--- src/source/cfgPkg.sv ---
// Dispatch shared definitions
`default_nettype none

package cfgPkg;

    // ========================================
    // Sizes
    // ========================================
    localparam int numEngines  = 3;
    localparam int wordWidth   = 32;
    localparam int opcodeWidth = 8;

    // Bit 8 of the first word marks an urgent instruction
    localparam int urgentBit = 8;

    // Instruction lengths in words
    localparam int fpsWords = 1;
    localparam int syaWords = 2;
    localparam int polWords = 4;

    // ========================================
    // Types
    // ========================================
    typedef logic [wordWidth-1:0]   isaWord_t;
    typedef logic [opcodeWidth-1:0] opcode_t;
    typedef logic [1:0]             engineSel_t;

    // Decoder states
    typedef enum logic [1:0] {
        stIdle,
        stCollect,
        stDiscard
    } decState_t;

endpackage

`default_nettype wire

--- src/source/isaDecoder.sv ---
// Instruction opcode decoder
`timescale 1ns/1ps
`default_nettype none

module isaDecoder
    import cfgPkg::*;
(
    input  wire                    clk,
    input  wire                    rst_n,
    input  wire isaWord_t          inDat,
    input  wire                    inVld,
    input  wire                    inLast,
    output logic                   inRdy,
    output logic [numEngines-1:0]  wordVld,
    input  wire  [numEngines-1:0]  wordRdy,
    input  wire  [numEngines-1:0]  isaDone
);

    decState_t  state;
    decState_t  nextState;
    engineSel_t engSel;
    opcode_t    opcode;

    // Opcode sits in the low byte of the first word
    assign opcode = inDat[opcodeWidth-1:0];

    // ========================================
    // State machine
    // ========================================
    always_comb begin
        nextState = state;
        case (state)
            stIdle: begin
                if (inVld) begin
                    if (opcode < opcode_t'(numEngines)) begin
                        nextState = stCollect;
                    end else begin
                        nextState = stDiscard;
                    end
                end
            end
            // Done once the collector hands its instruction to the queue
            stCollect: begin
                if (isaDone[engSel]) begin
                    nextState = stIdle;
                end
            end
            stDiscard: begin
                if (inVld && inLast) begin
                    nextState = stIdle;
                end
            end
            default: nextState = stIdle;
        endcase
    end

    always_ff @(posedge clk or negedge rst_n) begin
        if (!rst_n) begin
            state  <= stIdle;
            engSel <= '0;
        end else begin
            state <= nextState;
            if (state == stIdle && inVld) begin
                engSel <= engineSel_t'(opcode);
            end
        end
    end

    // ========================================
    // Word steering
    // ========================================
    always_comb begin
        wordVld = '0;
        inRdy   = 1'b0;
        case (state)
            stCollect: begin
                wordVld[engSel] = inVld;
                inRdy           = wordRdy[engSel];
            end
            // Unknown opcode, swallow everything up to inLast
            stDiscard: inRdy = 1'b1;
            default:   inRdy = 1'b0;
        endcase
    end

endmodule

`default_nettype wire

--- src/source/isaCollector.sv ---
// Instruction word collector
`timescale 1ns/1ps
`default_nettype none

module isaCollector
    import cfgPkg::*;
#(
    parameter int wordsPerIsa = 1
) (
    input  wire                              clk,
    input  wire                              rst_n,
    input  wire isaWord_t                    wordDat,
    input  wire                              wordVld,
    output logic                             wordRdy,
    output logic [wordsPerIsa*wordWidth-1:0] isaDat,
    output logic                             isaVld,
    input  wire                              isaRdy
);

    localparam int cntWidth = $clog2(wordsPerIsa + 1);

    typedef logic [cntWidth-1:0] wordCnt_t;

    wordCnt_t wordCnt;
    logic     wordAcc;
    logic [wordsPerIsa-1:0][wordWidth-1:0] slots;

    // Full once every slot is filled
    assign isaVld  = (wordCnt == wordCnt_t'(wordsPerIsa));
    assign wordRdy = !isaVld;
    assign wordAcc = wordVld && wordRdy;
    assign isaDat  = slots;

    // ========================================
    // Word counter
    // ========================================
    always_ff @(posedge clk or negedge rst_n) begin
        if (!rst_n) begin
            wordCnt <= '0;
        end else if (isaVld && isaRdy) begin
            wordCnt <= '0;
        end else if (wordAcc) begin
            wordCnt <= wordCnt + 1'b1;
        end
    end

    // Word 0 lands in the low bits
    always_ff @(posedge clk) begin
        for (int i = 0; i < wordsPerIsa; i++) begin
            if (wordAcc && wordCnt == wordCnt_t'(i)) begin
                slots[i] <= wordDat;
            end
        end
    end

endmodule

`default_nettype wire

--- src/source/isaQueue.sv ---
// First-word-fall-through queue
`timescale 1ns/1ps
`default_nettype none

module isaQueue #(
    parameter int dataWidth      = 32,
    parameter int queueAddrWidth = 1
) (
    input  wire                  clk,
    input  wire                  rst_n,
    input  wire                  push,
    input  wire  [dataWidth-1:0] pushDat,
    input  wire                  flush,
    output logic                 full,
    input  wire                  pop,
    output logic [dataWidth-1:0] headDat,
    output logic                 empty
);

    localparam int depth = 1 << queueAddrWidth;

    typedef logic [queueAddrWidth-1:0] qPtr_t;
    typedef logic [queueAddrWidth:0]   qCnt_t;

    logic [dataWidth-1:0] mem [depth];
    qPtr_t wrPtr;
    qPtr_t rdPtr;
    qCnt_t cnt;
    logic  pushOk;
    logic  popOk;

    // A flush frees room for the push in the same cycle
    assign full    = (cnt == qCnt_t'(depth)) && !flush;
    assign empty   = (cnt == '0);
    assign headDat = mem[rdPtr];
    assign pushOk  = push && !full;
    assign popOk   = pop && !empty;

    // ========================================
    // Pointers and count
    // ========================================
    always_ff @(posedge clk or negedge rst_n) begin
        if (!rst_n) begin
            wrPtr <= '0;
            rdPtr <= '0;
            cnt   <= '0;
        end else if (flush) begin
            // Only the incoming entry survives
            rdPtr <= '0;
            wrPtr <= pushOk ? qPtr_t'(1) : '0;
            cnt   <= pushOk ? qCnt_t'(1) : '0;
        end else begin
            if (pushOk) begin
                wrPtr <= wrPtr + 1'b1;
            end
            if (popOk) begin
                rdPtr <= rdPtr + 1'b1;
            end
            cnt <= cnt + qCnt_t'(pushOk) - qCnt_t'(popOk);
        end
    end

    always_ff @(posedge clk) begin
        if (pushOk) begin
            mem[flush ? '0 : wrPtr] <= pushDat;
        end
    end

endmodule

`default_nettype wire

--- src/source/cfgIssuer.sv ---
// Engine configuration issuer
`timescale 1ns/1ps
`default_nettype none

module cfgIssuer
    import cfgPkg::*;
#(
    parameter int wordsPerIsa = 1
) (
    input  wire                              clk,
    input  wire                              rst_n,
    input  wire  [wordsPerIsa*wordWidth-1:0] headDat,
    input  wire                              empty,
    output logic                             pop,
    output logic [wordsPerIsa*wordWidth-1:0] cfgInfo,
    output logic                             cfgVld,
    input  wire                              cfgRdy
);

    logic load;

    // Take the next head when the register is free or leaving now
    assign load = !empty && (!cfgVld || cfgRdy);
    assign pop  = load;

    // ========================================
    // Output register
    // ========================================
    always_ff @(posedge clk or negedge rst_n) begin
        if (!rst_n) begin
            cfgVld <= 1'b0;
        end else if (load) begin
            cfgVld <= 1'b1;
        end else if (cfgRdy) begin
            cfgVld <= 1'b0;
        end
    end

    // Held until the engine accepts
    always_ff @(posedge clk) begin
        if (load) begin
            cfgInfo <= headDat;
        end
    end

endmodule

`default_nettype wire

--- src/source/cfgDispatchTop.sv ---
// Configuration dispatch top level
`timescale 1ns/1ps
`default_nettype none

module cfgDispatchTop
    import cfgPkg::*;
#(
    parameter int queueAddrWidth = 1
) (
    input  wire                            clk,
    input  wire                            rst_n,
    input  wire isaWord_t                  inDat,
    input  wire                            inVld,
    input  wire                            inLast,
    output logic                           inRdy,
    output logic                           fpsCfgVld,
    input  wire                            fpsCfgRdy,
    output logic [fpsWords*wordWidth-1:0]  fpsCfgInfo,
    output logic                           syaCfgVld,
    input  wire                            syaCfgRdy,
    output logic [syaWords*wordWidth-1:0]  syaCfgInfo,
    output logic                           polCfgVld,
    input  wire                            polCfgRdy,
    output logic [polWords*wordWidth-1:0]  polCfgInfo
);

    logic [numEngines-1:0] wordVld;
    logic [numEngines-1:0] wordRdy;
    logic [numEngines-1:0] isaDone;
    logic [numEngines-1:0] cfgVldVec;
    logic [numEngines-1:0] cfgRdyVec;

    assign cfgRdyVec = {polCfgRdy, syaCfgRdy, fpsCfgRdy};
    assign {polCfgVld, syaCfgVld, fpsCfgVld} = cfgVldVec;

    isaDecoder u_decoder (
        .clk     (clk),
        .rst_n   (rst_n),
        .inDat   (inDat),
        .inVld   (inVld),
        .inLast  (inLast),
        .inRdy   (inRdy),
        .wordVld (wordVld),
        .wordRdy (wordRdy),
        .isaDone (isaDone)
    );

    // ========================================
    // Per-engine collect, queue and issue
    // ========================================
    for (genvar e = 0; e < numEngines; e++) begin : gEngine
        localparam int words = (e == 0) ? fpsWords : (e == 1) ? syaWords : polWords;

        logic [words*wordWidth-1:0] isaDat;
        logic [words*wordWidth-1:0] headDat;
        logic [words*wordWidth-1:0] cfgInfo;
        logic isaVld;
        logic isaRdy;
        logic qFull;
        logic qEmpty;
        logic pop;
        logic flush;

        assign isaRdy     = !qFull;
        assign isaDone[e] = isaVld && isaRdy;
        // Urgent instruction clears older entries
        assign flush      = isaVld && isaDat[urgentBit];

        isaCollector #(.wordsPerIsa(words)) u_collector (
            .clk (clk), .rst_n (rst_n),
            .wordDat (inDat), .wordVld (wordVld[e]), .wordRdy (wordRdy[e]),
            .isaDat (isaDat), .isaVld (isaVld), .isaRdy (isaRdy)
        );

        isaQueue #(.dataWidth(words*wordWidth), .queueAddrWidth(queueAddrWidth)) u_queue (
            .clk (clk), .rst_n (rst_n),
            .push (isaVld), .pushDat (isaDat), .flush (flush), .full (qFull),
            .pop (pop), .headDat (headDat), .empty (qEmpty)
        );

        cfgIssuer #(.wordsPerIsa(words)) u_issuer (
            .clk (clk), .rst_n (rst_n),
            .headDat (headDat), .empty (qEmpty), .pop (pop),
            .cfgInfo (cfgInfo), .cfgVld (cfgVldVec[e]), .cfgRdy (cfgRdyVec[e])
        );

        if (e == 0) begin : gFps
            assign fpsCfgInfo = cfgInfo;
        end else if (e == 1) begin : gSya
            assign syaCfgInfo = cfgInfo;
        end else begin : gPol
            assign polCfgInfo = cfgInfo;
        end
    end

endmodule

`default_nettype wire

--- config.mk ---
export PLATFORM = sky130hd
export DESIGN_NAME = cfgDispatchTop
export DESIGN_NICKNAME = d
export VERILOG_FILES = /design/src/source/cfgPkg.sv /design/src/source/isaDecoder.sv /design/src/source/isaCollector.sv /design/src/source/isaQueue.sv /design/src/source/cfgIssuer.sv /design/src/source/cfgDispatchTop.sv
export SDC_FILE = /design/constraint.sdc
export NUM_CORES = 1
export LEC_CHECK = 0
export BUFFER_PORTS_ARGS = -buffer_cell sky130_fd_sc_hd__buf_2
export CAP_MARGIN = 20
export CORE_AREA = 2 2 206 249
export DETAILED_ROUTE_END_ITERATION = 8
export DIE_AREA = 0 0 208 251
export PLACE_DENSITY = 0.94
export SETUP_SLACK_MARGIN = 0.5
export SLEW_MARGIN = 20
export SYNTH_ARGS = -nofsm -noshare
export SYNTH_HDL_FRONTEND = slang
export SYNTH_SLANG_ARGS = --single-unit
--- constraint.sdc ---
create_clock -name clk -period 17.2 [get_ports clk]
set_input_delay 0.86 -clock clk [delete_from_list [all_inputs] [get_ports clk]]
set_output_delay 0.86 -clock clk [all_outputs]
set_load 0.01 [all_outputs]
=== Word-level counts from Yosys, hierarchy flattened ===
Memory sizes are Yosys's and may differ from the RTL's. A register that Yosys moved wholly into a read port is not among the register bits.
Cells that the tools add are included.

* Register bits after elaboration: 249
* Memories: 3
* Bits in writable memories: 448

{| class="wikitable"
|+ Memories
! name !! words !! bits a word !! read ports !! clocked after memory_dff !! wr ports !! RTL line !! source
|-
| gEngine[2].u_queue.mem || 2 || 128 || 1 || 1 || 1 || isaQueue.sv:25 || <nowiki>logic [dataWidth-1:0] mem [depth];</nowiki>
|-
| gEngine[1].u_queue.mem || 2 || 64 || 1 || 1 || 1 || isaQueue.sv:25 ||
|-
| gEngine[0].u_queue.mem || 2 || 32 || 1 || 1 || 1 || isaQueue.sv:25 ||
|}

* Mux-type cells: 52
* Bitwise logic cells: 2
* Eq/ne operators: 14
* Reduce and logical (&&, ||, !) cells: 65
* Add/subtract/negate cells: 15
* $lt $le $gt $ge: 3

{| class="wikitable"
|+ Operator list
! operator !! count
|-
| 1-bit 2-to-1 mux || 35
|-
| 1-bit logical AND || 28
|-
| 2-bit nonzero test || 12
|-
| 2-bit 2-to-1 mux || 9
|-
| 1-bit logical NOT || 15
|-
| 2-bit == test (second input constant) || 5
|-
| 2-bit logical NOT || 5
|-
| 3-bit 2-to-1 mux || 3
|-
| 8-bit by 2-bit less-than comparator with 1-bit output (second input constant) || 1
|-
| 1-bit adder (second input constant) || 7
|-
| 2-bit by 1-bit adder with 2-bit output || 3
|-
| 3-bit by 2-bit == test with 1-bit output (second input constant) || 2
|-
| 2-bit one-hot mux with 3 select lines || 1
|-
| 2-bit by 1-bit subtractor with 2-bit output || 3
|-
| 1-bit binary-select mux with 2-bit select || 2
|-
| 2-bit by 1-bit == test with 1-bit output (second input constant) || 2
|-
| 2-bit by 1-bit inequality test with 1-bit output (second input constant) || 2
|-
| 3-bit by 1-bit adder with 3-bit output (second input constant) || 1
|-
| 3-bit bitwise AND || 1
|-
| 3-bit by 1-bit == test with 1-bit output (second input constant) || 1
|-
| 3-bit == test (second input constant) || 1
|-
| 3-bit logical NOT || 1
|-
| 1-bit logical OR || 3
|-
| 2-bit by 3-bit less-than comparator with 1-bit output (second input constant) || 1
|-
| other kinds (7) || 7
|}

=== Logic depth before layout (Yosys ltp) ===
* Depth after elaboration: 10
* Mapped depth: 8
* Depth with buffers taken out: 8

=== Cells and area by module ===
From an unflattened synthesis, not the netlist that was laid out.

* Cell total of the unflattened synthesis: 1,331
* Area total of the unflattened synthesis: 31,729.2 um^2

{| class="wikitable"
|+ By module, submodules not included
! module !! area each (um^2) !! cells an instance !! seq. area each (um^2) !! times used
|-
| isaQueue at gEngine[2].u_queue || 9,526.6 || 425 || 7,787.5 || 1
|-
| isaQueue at gEngine[1].u_queue || 5,071.1 || 226 || 3,943.8 || 1
|-
| isaCollector at gEngine[2].u_collector || 4,105.2 || 156 || 3,918.8 || 1
|-
| cfgIssuer at gEngine[2].u_issuer || 3,893.7 || 133 || 3,868.7 || 1
|-
| isaQueue at gEngine[0].u_queue || 2,712.6 || 127 || 2,021.9 || 1
|-
| isaCollector at gEngine[1].u_collector || 2,031.9 || 76 || 1,971.9 || 1
|-
| cfgIssuer at gEngine[1].u_issuer || 1,971.9 || 69 || 1,946.9 || 1
|-
| cfgIssuer at gEngine[0].u_issuer || 1,011.0 || 37 || 985.9 || 1
|-
| isaCollector at gEngine[0].u_collector || 1,006.0 || 36 || 985.9 || 1
|-
| isaDecoder || 342.8 || 37 || 100.1 || 1
|-
| cfgDispatchTop || 56.3 || 9 || 0.0 || 1
|}

=== Least setup slack after synthesis ===
No wires, ideal clock.

* Kind: register to register
* Start: reg gEngine[2].u_collector.wordCnt[0]
* End: mem gEngine[2].u_queue.mem[0][0] (netlist name) (enable)
* Slack: 6,160 ps
* Data required time: 16,396 ps
* Clock period less this slack: 11,040 ps
* Library setup time: 804 ps
* Stages on the path, launching flop included: 5
* Buffers on the path: 0
* Data arrival time: 10,236 ps
* Cell sequence: dfrtp_1 inv_1 ha_1 nand3_1 a211oi_1

* Longest elaborated chain between the ends: 8
* Elaborated cells between the ends (all ways): 9
* Those cells by class: eq/ne (1); mux (3); reduce/logical (5)

{| class="wikitable"
|+ RTL lines
! what !! RTL line !! source
|-
| start, declared || isaCollector.sv:24 || <nowiki>wordCnt_t wordCnt;</nowiki>
|-
| start signal, assigned || isaCollector.sv:43 || <nowiki>wordCnt <= wordCnt + 1'b1;</nowiki>
|-
| 3-bit == test * || isaCollector.sv:29 || <nowiki>assign isaVld = (wordCnt == wordCnt_t'(wordsPerIsa));</nowiki>
|-
| 1-bit logical AND || cfgDispatchTop.sv:67 || <nowiki>assign flush = isaVld && isaDat[urgentBit];</nowiki>
|-
| 1-bit logical NOT || isaQueue.sv:33 || <nowiki>assign full = (cnt == qCnt_t'(depth)) && !flush;</nowiki>
|-
| 1-bit logical AND || isaQueue.sv:33 ||
|-
| 1-bit logical NOT || isaQueue.sv:36 || <nowiki>assign pushOk = push && !full;</nowiki>
|-
| 1-bit logical AND || isaQueue.sv:36 ||
|-
| 1-bit 2-to-1 mux || isaQueue.sv:64 || <nowiki>if (pushOk) begin</nowiki>
|-
| 1-bit 2-to-1 mux || isaQueue.sv:65 || <nowiki>mem[flush ? '0 : wrPtr] <= pushDat;</nowiki>
|-
| end, declared || isaQueue.sv:25 ||
|}

Every way passes the cells marked *; elsewhere a longest branch is shown, timed or not.

=== Final worst setup path ===
* Start: reg gEngine[2].u_collector.wordCnt[0]
* End: mem gEngine[2].u_queue.mem[1][105] (netlist name) (enable)

The elaborated chain is that of the path after synthesis.

==> out/qor.csv <==
stage;metric;value;unit
run_status;status;completed;
finish;design_area;35800;um^2
floorplan;die_h;251;um
timing;slew_headroom;21.7;%
pwr;totalPowerFinal;5.58;mW
setup_path;arrival;3.84;ns
routing;routed_wl;63.9;mm
timing;period_needed;3.62;ns
floorplan;io_pins;267;
setup_path;cp-end-kind;flop;
logic_synthesis;async_reset_ff_share;2.71;%
pwr;cellPowerDensity;156;nW/um^2
routing;firstDrtPassIters;7;
clock_network;post-cts-setup-buffer-count;0;
finish;n_fill_cell;2599;
finish;final_common_cell;edfxtp_1;
timing;fin_ws;13.58;ns
finish;fin_util;72.0;%
clock_network;htree_levels;3;
clock_network;clock_path_buffers;3;
routing;drcViolationCount;0;
grt;grt_max_degree;69;
clock_network;hold_buffers;0;
grt;grt-ovfl-total;0;
floorplan;die_area;52200;um^2
routing;routedWlPerCell;27.3;um
logic_synthesis;postSynthNetCount;1354;
logic_synthesis;syn_area_per_cell;23.9;um^2
routing;final_antenna_net_count;0;
timing;tightest_slew;1.17;ns
setup_path;crit_fanout;67;
finish;syn2layout_area_growth;15.4;%
finish;diodes;0;
grt;gr-usage-all-layers;24.5;%
timing;rsz0062_at_grt;false;
finish;nets;1689;
routing;via_per_inst;5.86;
placement;gp_congestion;0.769;
setup_path;required;17.42;ns
logic_synthesis;synth_ff_type;edfxtp_1;
clock_network;root_buffer;clkbuf_16;
finish;drive_gt1_share;37.8;%
floorplan;initial_utilization;62.4;%
timing;whs;0.244;ns
timing;finalMaxSlewViolations;0;
placement;io_buffers;266;
grt;grt_pass1_vias;14217;
grt;grt_pass1_wl;92.3;mm
logic_synthesis;ys_ff_latch;921;
logic_synthesis;netlist_instances;1301;
routing;via_count;13715;
pwr;power.leakage;12.2;nW
finish;layout_common_cells;edfxtp_1, buf_2, mux2_2;
logic_synthesis;seq_area_frac_synth;88.7;%
routing;first_iter_violations;1374;
setup_path;setup.worst_path.class;reg2reg;
floorplan;num_rows;90;
timing;setup_tns;0;ns
setup_path;startpoint_type;flop;
job;drv_cap;0;
clock_network;cts_tree;done;
logic_synthesis;synth_edf_count;896;
timing;skew;0.0310;ns
grt;antenna_found_initial;0;
clock_network;numCtsBuffers;79;
logic_synthesis;yosysWarnings;0;
clock_network;path_clk_slew;0.07;ns
placement;hpwl;36.3;mm
timing;fmax;277;MHz
timing;fin_crit_sh;21.0;%
floorplan;dieWidth;208;um
floorplan;floorplan.core_area;49800;um^2
logic_synthesis;synth_area;31100;um^2
logic_synthesis;synth_cell_types;38;
clock_network;clk_latency;0.63;ns
placement;dp.cells;2198;
placement;placed_area;33300;um^2
worst_hold_path;min_path_type;in2async;
placement;pre_cts_slack;13.65;ns
clock_network;cts_num_sinks;921;
finish;instances_no_fill;2342;
timing;finalSetupViolations;0;
pwr;irDropWorstVdd;0.000172;V
timing;final_hold_viol_count;0;
clock_network;ctsResizeCount;0;
cell families (layout without fill, tap and decap cells):
logic type      Yosys count  count (layout)  share of synthesized area (%)
compound gates           23              23                          0.439
xor+xnor                 12              12                          0.338
fa+ha+maj                14              14                          0.564
buf+inv                  46             443                          0.645
flops                   921             921                           88.7
mux                     229             229                           8.29
simple gates             56              56                           1.06
registers in the layout, indices dropped and copies added (netlist names):
signal                       cells
u_decoder.state                  2
gEngine.u_queue.mem            448
gEngine.u_issuer.cfgVld          3
gEngine.u_queue.cnt              6
gEngine.u_queue.rdPtr            3
gEngine.u_collector.wordCnt      5
gEngine.u_collector.isaVld       1
u_decoder.engSel                 2
gEngine.u_collector.isaDat     224
gEngine.u_issuer.cfgInfo       224
gEngine.u_queue.wrPtr            3
area by class of cell:
type	instances	area, um^2	area share (%)
flip-flops and latches	921	27500	76.8
multi-input cells	334	3430	9.56
clock buffers	98	2110	5.89
repair buffers	280	1450	4.04
well taps	644	806	2.25
clock inverters	45	438	1.22
inverters	20	75.1	0.209
Yosys cell counts, drive strengths merged (2+ instances only):
| cell type | count | area share [%] |
|---|---|---|
| a211oi | 4 | 0.097 |
| o21ai | 5 | 0.081 |
| nand2b | 4 | 0.081 |
| dfrtp | 25 | 2.0 |
| inv | 20 | 0.24 |
| buf | 22 | 0.35 |
| nor4 | 2 | 0.040 |
| a21oi | 9 | 0.15 |
| nor2b | 2 | 0.040 |
| and3 | 6 | 0.14 |
| mux2i | 3 | 0.097 |
| nand2 | 11 | 0.13 |
| xor2 | 5 | 0.14 |
| clkbuf | 4 | 0.048 |
| nor2 | 14 | 0.18 |
| nand4b | 2 | 0.056 |
| nor3b | 4 | 0.097 |
| edfxtp | 896 | 87 |
| xnor2 | 7 | 0.20 |
| nand3 | 2 | 0.032 |
| ha | 14 | 0.56 |
| and2 | 3 | 0.064 |
| a21o | 2 | 0.048 |
| mux2 | 226 | 8.2 |
critical path: stages (launching register included):
cell     delay [ns]
dfrtp_1        0.43
inv_1          0.11
ha_1           0.25
nand2_1        0.16
nor2_1         0.40
and3_4         0.85
buf_4          0.87
metal layers:
metal / global-route usage, % / routed length, um
met1: 31.0 / 23800
met4: 9.58 / 2090
met2: 43.3 / 34100
met3: 3.60 / 3950
met5: 0 / 0
final timing paths:
path | cells past startpoint | slack (ns) | from | endpoint
max reg2reg | 6 | 13.58 | gEngine[2].u_collector.wordCnt[0]$_DFFE_PN0P_ | gEngine[2].u_queue.mem[1][105]$_DFFE_PP_
min | 1 | 0.24 | rst_n | gEngine[2].u_issuer.cfgVld$_DFFE_PN0P_
max | 6 | 13.58 | gEngine[2].u_collector.wordCnt[0]$_DFFE_PN0P_ | gEngine[2].u_queue.mem[1][105]$_DFFE_PP_
min reg2reg | 0 | 0.44 | gEngine[1].u_collector.isaDat[4]$_DFFE_PP_ | gEngine[1].u_queue.mem[1][4]$_DFFE_PP_
max in group asynchronous | 1 | 16.50 | rst_n | gEngine[1].u_queue.rdPtr$_DFFE_PN0P_
min in group clk | 2 | 0.43 | polCfgRdy | gEngine[2].u_issuer.cfgVld$_DFFE_PN0P_
power by group:
| group | internal [mW] | switching, mW | total [mW] |
|---|---|---|---|
| logic | 0.364 | 0.452 | 0.816 |
| registers | 2.78 | 0.224 | 3.01 |
| clock network | 0.996 | 0.763 | 1.76 |
| total | 4.14 | 1.44 | 5.58 |
(Power assumes the default switching activity.)
